### config.mk
export PLATFORM = sky130hd
export DESIGN_NAME = uart_echo
export DESIGN_NICKNAME = d
export VERILOG_FILES = /design/src/design/uart_pkg.sv /design/src/design/uart_echo.sv /design/src/design/serial_tx.sv /design/src/design/echo_ctrl.sv /design/src/design/rx_fifo.sv /design/src/design/serial_rx.sv
export SDC_FILE = /design/constraint.sdc
export NUM_CORES = 1
export LEC_CHECK = 0
export BUFFER_PORTS_ARGS = -buffer_cell sky130_fd_sc_hd__buf_4
export CORE_MARGIN = 5
export CORE_UTILIZATION = 56
export DETAILED_ROUTE_END_ITERATION = 10
export GPL_ROUTABILITY_DRIVEN = 0
export PLACE_DENSITY = 0.77
export SETUP_SLACK_MARGIN = 0.3
export SLEW_MARGIN = 20
export SYNTH_ARGS = -nofsm -noshare
export SYNTH_HDL_FRONTEND = slang
export SYNTH_HIERARCHICAL = 1
export SYNTH_SLANG_ARGS = --single-unit
export TNS_END_PERCENT = 10
### constraint.sdc
create_clock -name clk -period 2.49 [get_ports clk]
set_input_delay 0.249 -clock clk [delete_from_list [all_inputs] [get_ports clk]]
set_output_delay 0.249 -clock clk [all_outputs]
set_load 0.03 [all_outputs]
### src/design/uart_pkg.sv
// shared timing, sizes and item types for the uart echo path

package uart_pkg;

  // serial bit timing
  localparam int CLK_PER_BIT = 16;                 // even, 4 or more
  localparam int HALF_BIT    = CLK_PER_BIT / 2;    // offset to mid-bit
  localparam int BIT_CNT_W   = $clog2(CLK_PER_BIT); // bit-time counter width

  // receive buffer
  localparam int FIFO_DEPTH = 8;                   // entries, power of two
  localparam int FIFO_AW    = $clog2(FIFO_DEPTH);  // pointer width

  // one data byte on the wire
  typedef logic [7:0] byte_t;

  // received item, receiver -> fifo -> consumer
  // brk set means a line break, data is then all zero
  typedef struct packed {
    logic  brk;   // break seen instead of a byte
    byte_t data;  // received byte, lsb first on the wire
  } rx_item_t;

endpackage
### src/design/uart_echo.sv
`timescale 1ns/10ps

// uart echo top
// rx -> fifo -> echo consumer -> tx
module uart_echo import uart_pkg::*; (
  input  logic clk,
  input  logic rst,
  input  logic rx,   // idles high
  output logic tx,   // idles high
  output logic brk   // pulse per received break
);

  rx_item_t rx_item;    // receiver output
  logic     rx_wr;
  rx_item_t head;       // fifo head
  logic     not_empty;
  logic     pop;
  byte_t    tx_data;    // consumer to transmitter
  logic     tx_wr;
  logic     busy;

  serial_rx serial_rx_i (
    .clk  (clk),
    .rst  (rst),
    .rx   (rx),
    .item (rx_item),
    .wr   (rx_wr)
  );

  rx_fifo rx_fifo_i (
    .clk       (clk),
    .rst       (rst),
    .wr        (rx_wr),
    .item      (rx_item),
    .pop       (pop),
    .head      (head),
    .not_empty (not_empty)
  );

  echo_ctrl echo_ctrl_i (
    .clk       (clk),
    .rst       (rst),
    .head      (head),
    .not_empty (not_empty),
    .pop       (pop),
    .tx_data   (tx_data),
    .wr        (tx_wr),
    .busy      (busy),
    .brk       (brk)
  );

  serial_tx serial_tx_i (
    .clk     (clk),
    .rst     (rst),
    .tx_data (tx_data),
    .wr      (tx_wr),
    .busy    (busy),
    .tx      (tx)
  );

endmodule

### src/design/serial_tx.sv
`timescale 1ns/10ps

// uart transmitter
// start bit, 8 data bits lsb first, stop bit; busy for the whole frame
module serial_tx import uart_pkg::*; (
  input  logic  clk,
  input  logic  rst,
  input  byte_t tx_data,  // sampled with wr
  input  logic  wr,       // only while busy is low
  output logic  busy,
  output logic  tx        // serial out, idles high
);

  logic [9:0]           shreg;    // frame, bit 0 on the line
  logic [BIT_CNT_W-1:0] cnt;      // clocks within current bit
  logic [3:0]           bit_idx;  // 0 start .. 9 stop
  logic                 bit_end;

  assign bit_end = (cnt == BIT_CNT_W'(CLK_PER_BIT - 1));
  assign tx      = shreg[0];  // straight from a flop

  always_ff @(posedge clk)
  begin
    if (rst)
    begin
      shreg   <= '1;  // line idle high
      cnt     <= '0;
      bit_idx <= '0;
      busy    <= 1'b0;
    end
    else if (!busy)
    begin
      cnt     <= '0;
      bit_idx <= '0;
      if (wr)
      begin
        shreg <= {1'b1, tx_data, 1'b0};  // stop, data, start
        busy  <= 1'b1;
      end
    end
    else
    begin
      cnt <= cnt + 1'b1;
      if (bit_end)
      begin
        cnt     <= '0;
        shreg   <= {1'b1, shreg[9:1]};  // refill with idle level
        bit_idx <= bit_idx + 1'b1;
        if (bit_idx == 4'd9)
          busy <= 1'b0;  // stop bit done
      end
    end
  end

endmodule

### src/design/echo_ctrl.sv
`timescale 1ns/10ps

// echo consumer
// pops items, swaps letter case, feeds tx, pulses brk on breaks
module echo_ctrl import uart_pkg::*; (
  input  logic     clk,
  input  logic     rst,
  input  rx_item_t head,       // oldest fifo item
  input  logic     not_empty,
  output logic     pop,        // take head this cycle
  output byte_t    tx_data,    // byte for the transmitter
  output logic     wr,         // one-cycle tx request
  input  logic     busy,       // tx frame in progress
  output logic     brk         // one-cycle break report
);

  logic  pending;  // wr issued, busy not yet seen
  logic  is_letter;
  byte_t echo_byte;

  // letters only, 'A'..'Z' and 'a'..'z'
  assign is_letter = ((head.data >= "A") && (head.data <= "Z"))
                  || ((head.data >= "a") && (head.data <= "z"));
  assign echo_byte = is_letter ? (head.data ^ 8'h20) : head.data;  // bit 5 is case

  // take an item only when tx can accept it next cycle
  assign pop = not_empty && !busy && !pending;

  always_ff @(posedge clk)
  begin
    if (rst)
    begin
      wr      <= 1'b0;
      brk     <= 1'b0;
      pending <= 1'b0;
    end
    else
    begin
      wr  <= pop && !head.brk;
      brk <= pop && head.brk;  // break is reported, never echoed
      if (busy)
        pending <= 1'b0;       // tx has the byte
      else if (pop && !head.brk)
        pending <= 1'b1;
    end
  end

  // data register
  always_ff @(posedge clk)
  begin
    if (pop && !head.brk)
      tx_data <= echo_byte;
  end

  // pending flag keeps a second write out of a running frame
  a_wr_idle: assert property (@(posedge clk) disable iff (rst) wr |-> !busy);

endmodule

### src/design/rx_fifo.sv
`timescale 1ns/10ps

// small synchronous fifo for received items
// head is the oldest entry, valid while not_empty
module rx_fifo import uart_pkg::*; (
  input  logic     clk,
  input  logic     rst,
  input  logic     wr,         // push item this cycle
  input  rx_item_t item,
  input  logic     pop,        // drop head, only while not_empty
  output rx_item_t head,
  output logic     not_empty
);

  rx_item_t             mem [FIFO_DEPTH];
  logic [FIFO_AW-1:0]   wr_ptr;
  logic [FIFO_AW-1:0]   rd_ptr;
  logic [FIFO_AW:0]     count;   // one extra bit to hold full
  logic                 full;

  assign head      = mem[rd_ptr];  // comb read of oldest entry
  assign not_empty = (count != '0);
  assign full      = (count == (FIFO_AW + 1)'(FIFO_DEPTH));

  // storage, no reset
  always_ff @(posedge clk)
  begin
    if (wr)
      mem[wr_ptr] <= item;
  end

  // pointers and occupancy
  always_ff @(posedge clk)
  begin
    if (rst)
    begin
      wr_ptr <= '0;
      rd_ptr <= '0;
      count  <= '0;
    end
    else
    begin
      if (wr)
        wr_ptr <= wr_ptr + 1'b1;  // wraps at depth
      if (pop)
        rd_ptr <= rd_ptr + 1'b1;
      case ({wr, pop})
        2'b10:   count <= count + 1'b1;
        2'b01:   count <= count - 1'b1;
        default: count <= count;  // both or neither
      endcase
    end
  end

  // consumer only pops what is there
  a_no_underflow: assert property (@(posedge clk) disable iff (rst) pop |-> not_empty);

  // tx drains as fast as rx fills, so this never fires in normal use
  a_no_overflow: assert property (@(posedge clk) disable iff (rst) wr |-> !full);

endmodule

### src/design/serial_rx.sv
`timescale 1ns/10ps

// uart receiver
// samples mid-bit after a 2-flop sync, emits byte or break items
module serial_rx import uart_pkg::*; (
  input  logic     clk,
  input  logic     rst,
  input  logic     rx,    // serial in, idles high
  output rx_item_t item,  // valid while wr is high
  output logic     wr     // one-cycle strobe, no back-pressure
);

  typedef enum logic [2:0] {
    IDLE,
    START,
    DATA,
    STOP,
    WAIT_HIGH
  } state_t;

  state_t               state;
  logic                 rx_meta;  // first sync flop
  logic                 rx_sync;  // synchronized line
  logic                 rx_prev;  // for falling edge detect
  logic [BIT_CNT_W-1:0] cnt;      // clocks within current bit
  logic [2:0]           bit_idx;  // data bit number
  byte_t                shreg;    // data bits, lsb arrives first
  logic                 half_hit;
  logic                 full_hit;

  assign half_hit = (cnt == BIT_CNT_W'(HALF_BIT - 1));
  assign full_hit = (cnt == BIT_CNT_W'(CLK_PER_BIT - 1));

  // control path
  always_ff @(posedge clk)
  begin
    if (rst)
    begin
      rx_meta <= 1'b1;
      rx_sync <= 1'b1;
      rx_prev <= 1'b1;
      state   <= IDLE;
      cnt     <= '0;
      bit_idx <= '0;
      wr      <= 1'b0;
    end
    else
    begin
      rx_meta <= rx;
      rx_sync <= rx_meta;
      rx_prev <= rx_sync;
      wr      <= 1'b0;  // strobe by default
      cnt     <= cnt + 1'b1;
      case (state)
        IDLE:
        begin
          cnt <= '0;
          if (rx_prev && !rx_sync)
            state <= START;  // falling edge
        end
        START:
          if (half_hit)
          begin
            cnt     <= '0;
            bit_idx <= '0;
            state   <= rx_sync ? IDLE : DATA;  // high again means glitch
          end
        DATA:
          if (full_hit)
          begin
            cnt     <= '0;
            bit_idx <= bit_idx + 1'b1;
            if (bit_idx == 3'd7)
              state <= STOP;
          end
        STOP:
          if (full_hit)
          begin
            cnt <= '0;
            if (rx_sync)
            begin
              wr    <= 1'b1;  // good frame
              state <= IDLE;
            end
            else
            begin
              wr    <= (shreg == '0);  // break, else framing error dropped
              state <= WAIT_HIGH;
            end
          end
        WAIT_HIGH:
        begin
          cnt <= '0;
          if (rx_sync)
            state <= IDLE;  // line released, arm again
        end
        default: state <= IDLE;
      endcase
    end
  end

  // payload, no reset needed
  always_ff @(posedge clk)
  begin
    if (state == DATA && full_hit)
      shreg <= {rx_sync, shreg[7:1]};  // shift in from the top
    if (state == STOP && full_hit)
    begin
      item.brk  <= !rx_sync;
      item.data <= shreg;
    end
  end

  // items are at least a frame apart
  a_wr_single: assert property (@(posedge clk) disable iff (rst) wr |=> !wr);

endmodule

==> reports/results.txt <==
vias in the first global route = 3,071
final hold violation count = 0
post-layout util = 0.6617
top post-synthesis cells by area = edfxtp_1, dfxtp_1, mux4_1, mux2i_1, nor2_1
Tmin final = 2.263 ns
Synth Register Bits = 145
Max-slew headroom = 0.6503
top cell type's share of synthesized area = 0.4990
initial antenna violation count = 0
DPL Wire Length = 5862 µm
CP Data Arrival Time = 2.71 ns
crit-path max FO = 5
First-pass DRT Iterations = 4
share of layout cells above drive strength 1 = 0.2153
number of flops mapped to enable cells by yosys = 97
startpoint types = flop
worst r2r src = rx_fifo_i/count[2]
Max Root-Sink Buffers = 2
final setup vio count = 0
fillcell total = 680
sequential share of the synthesized area = 0.6637
CTS tree = yes
pin count of the biggest net entering global routing = 50
Static Leak = 0.002417 µW
Netlist cell types = 55
Reg2Reg Depth = 10
Setup WS pre-CTS = 0.1946 ns
Mapped Avg Cell Area = 15.36 µm²
final setup margin = 0.2270 ns
port bufs = 4
Worst Max-Slew Pin Slew = 0.5238 ns
CTS Root Buffer Type = clkbuf_8
Layout area overhead = 15.99%
Ports = 5
Placed Cells = 517
unrepaired setup endpoints after global routing = yes
TritonCTS buffer count = 17
Setup TNS = 0 ns
global-route wire length before repair = 15,590 µm
hold crit path type = primary input to flop
Async SR Flop Fraction = 0
Synth Flop Type = edfxtp_1
H-Tree Depth = 4
Row Count = 37
Non-Filler Instances = 554
grt total ovfl = 0
Slew Limit Fails = 0
wire per inst = 17.09 µm
drt via density = 5.666
critical path type = flop to flop
initial DRC count = 196
reg-to-reg endpoint = rx_fifo_i/count[2]
initial core utilization = 0.5705
reg2reg setup slack = 0.23 ns
Final ANT Viol Nets = 0
fin crit share = 0.9088
via count = 3,139
Die X = 112.1 µm
final setup skew = 0.007303 ns
drt drc = 0
P per Cell Area = 1036 nW/µm²
antenna diode instance count = 0
hold depth = 2
final wirelength = 9470 µm
Core Box Area = 10,230 µm²
Fmax = 0.4419 GHz
Net count, final = 419
max cap viols = 0
clk_lat worst skew = 0.52 ns
Worst Setup EP = rx_fifo_i/count[2]
status = completed
clock slew at reported path FFs = 0.06 ns
peak supply drop = 0.5860 mV
critical path required time = 2.93 ns
cell taking the most area after synthesis = edfxtp_1
Crit. Startpoint = rx_fifo_i/count[2]
yosys warns = 6
Post-Syn Area = 5837 µm²
Die Area = 12,560 µm²
Post-Syn Instances = 380
GRT Util Overall = 0.1613
Clock Sinks = 145
Die H = 112.1 µm
syn_nets = 394
crit end category = flop
==> stage by stage <==
| step | power (µW) | instance area, µm² | hold slack, ns |
|---|---|---|---|
| floorplan | 4111 | 5898 | 0.3258 |
| global placement | 4266 | 6097 | 0.3971 |
| detailed placement | 4342 | 6097 | 0.3930 |
| CTS | 7010 | 6753 | 0.1616 |
| global route | 7357 | 6770 | 0.1893 |
| finish | 7015 | 6770 | 0.1809 |
==> power by group <==
group          switching, µW  total (µW)  internal, µW  leakage, µW
clock                   1020        2580          1560     0.000298
combinational            776        1570           798     0.000855
sequential               102        2860          2760      0.00126
total                   1900        7010          5120      0.00242
==> critical path, cell delays in order, from the launching register on <==
cell and delay, ns:
dfxtp_4 0.34, or4_4 0.55, nand2_4 0.09, inv_4 0.06
ha_4 0.16, xor2_1 0.15, ha_2 0.20, a21oi_2 0.03
xor2_1 0.16, or3_1 0.33, a21oi_2 0.12
==> placed cells by master (no fill, tap or decap), types with 2 or more instances in the layout <==
master     instances
clkbuf_16         16
edfxtp_1          97
bufinv_16          3
mux4_1            18
or2_2              3
nor2b_1            2
inv_1              5
nor4_1             4
o41ai_1            2
nand2_1           12
nor2_1            37
o21ai_0            2
nor4b_2            2
mux2_2            11
a21oi_1            6
ha_1               8
a211oi_1           8
clkinv_1           2
nand3_1            5
xor2_1             6
ha_4               2
xnor2_1            5
nor3_1            10
nor3_2             2
mux2i_1           14
clkinv_4           2
and2_1             7
dfxtp_1           46
nand2b_1          12
a21oi_2            4
inv_6              5
buf_4             20
a311oi_1           2
inv_8              3
a21o_1             2
or2_1              2
or3_1              2
==> logic make-up (layout without fill, tap and decap cells) <==
group / after synthesis / count (layout) / synth area share
buf+inv: 23 / 61 / 0.02251
xor+xnor: 11 / 11 / 0.01651
flops: 145 / 145 / 0.6637
fa+ha+maj: 11 / 11 / 0.02358
simple gates: 110 / 110 / 0.1012
compound gates: 37 / 37 / 0.04631
mux: 43 / 43 / 0.1263
==> worst min path at each step <==
stage                          endpoint                start  slack, ns
floorplan               echo_ctrl_i/brk                  rst       0.33
global placement    serial_rx_i/rx_sync  serial_rx_i/rx_meta       0.40
detailed placement  serial_rx_i/rx_sync  serial_rx_i/rx_meta       0.39
CTS                 rx_fifo_i/wr_ptr[0]                  rst       0.16
global route        rx_fifo_i/wr_ptr[2]                  rst       0.19
finish               rx_fifo_i/count[1]                  rst       0.18
==> layout make-up <==
class / count / area, µm² / share of cell area
clock buffer: 17 / 414.1 / 0.06117
clock inverter: 15 / 196.4 / 0.02901
inverter: 7 / 28.78 / 0.004251
multi-input combinational: 212 / 1902 / 0.2809
sequential: 145 / 3879 / 0.5729
tap: 136 / 170.2 / 0.02513
timing repair buffer: 22 / 180.2 / 0.02661
==> cells in the mapped netlist, types with 2 or more instances <==
cell      number
edfxtp_1      97
dfxtp_1       48
nor2_1        37
mux4_1        18
mux2i_1       14
nand2_1       13
nand2b_1      12
ha_1          11
mux2_2        11
nor3_1        11
a21oi_1        9
a211oi_1       8
and2_1         7
clkbuf_1       6
inv_1          6
xor2_1         6
buf_2          5
nand3_1        5
xnor2_1        5
nor4_1         4
buf_6          3
or2_2          3
a21o_1         2
a311oi_1       2
nor2b_1        2
nor4b_2        2
o21ai_0        2
o41ai_1        2
or2_1          2
or3_1          2
==> layer usage <==
metal  up-vias  global-route usage  part of all wire
met5         -                   0                 0
met4         0             0.05529             0.012
met3        12             0.04528             0.032
met2        45              0.2793              0.53
met1      1572              0.1948              0.43
li1       1510                   -                 -
==> sequential cells by signal, summed over array words and instances (netlist names), named ones only <==
| register | flops |
|---|---|
| serial_rx_i/rx_meta | 1 |
| echo_ctrl_i/brk | 1 |
| serial_rx_i/shreg | 8 |
| serial_rx_i/state | 3 |
| serial_rx_i/rx_sync | 1 |
| serial_rx_i/bit_idx | 3 |
| serial_rx_i/rx_prev | 1 |
| serial_rx_i/item | 9 |
| rx_fifo_i/rd_ptr | 3 |
| rx_fifo_i/mem | 72 |
| serial_tx_i/cnt | 4 |
| rx_fifo_i/count | 4 |
| serial_tx_i/busy | 1 |
| echo_ctrl_i/pending | 1 |
| serial_tx_i/shreg | 9 |
| echo_ctrl_i/wr | 1 |
| echo_ctrl_i/tx_data | 8 |
| serial_tx_i/bit_idx | 4 |
| serial_rx_i/cnt | 4 |
| serial_rx_i/wr | 1 |
| rx_fifo_i/wr_ptr | 3 |
==> repair_timing <==
action	in CTS	in global routing
resized for setup	2	4
pin swaps	3	0
gates cloned	0	0
hold buffers	1	0
setup endpoints to repair	3	3
hold endpoints to repair	1	0
setup buffers	4	0
Note: power is estimated with default switching activity, not from simulation.
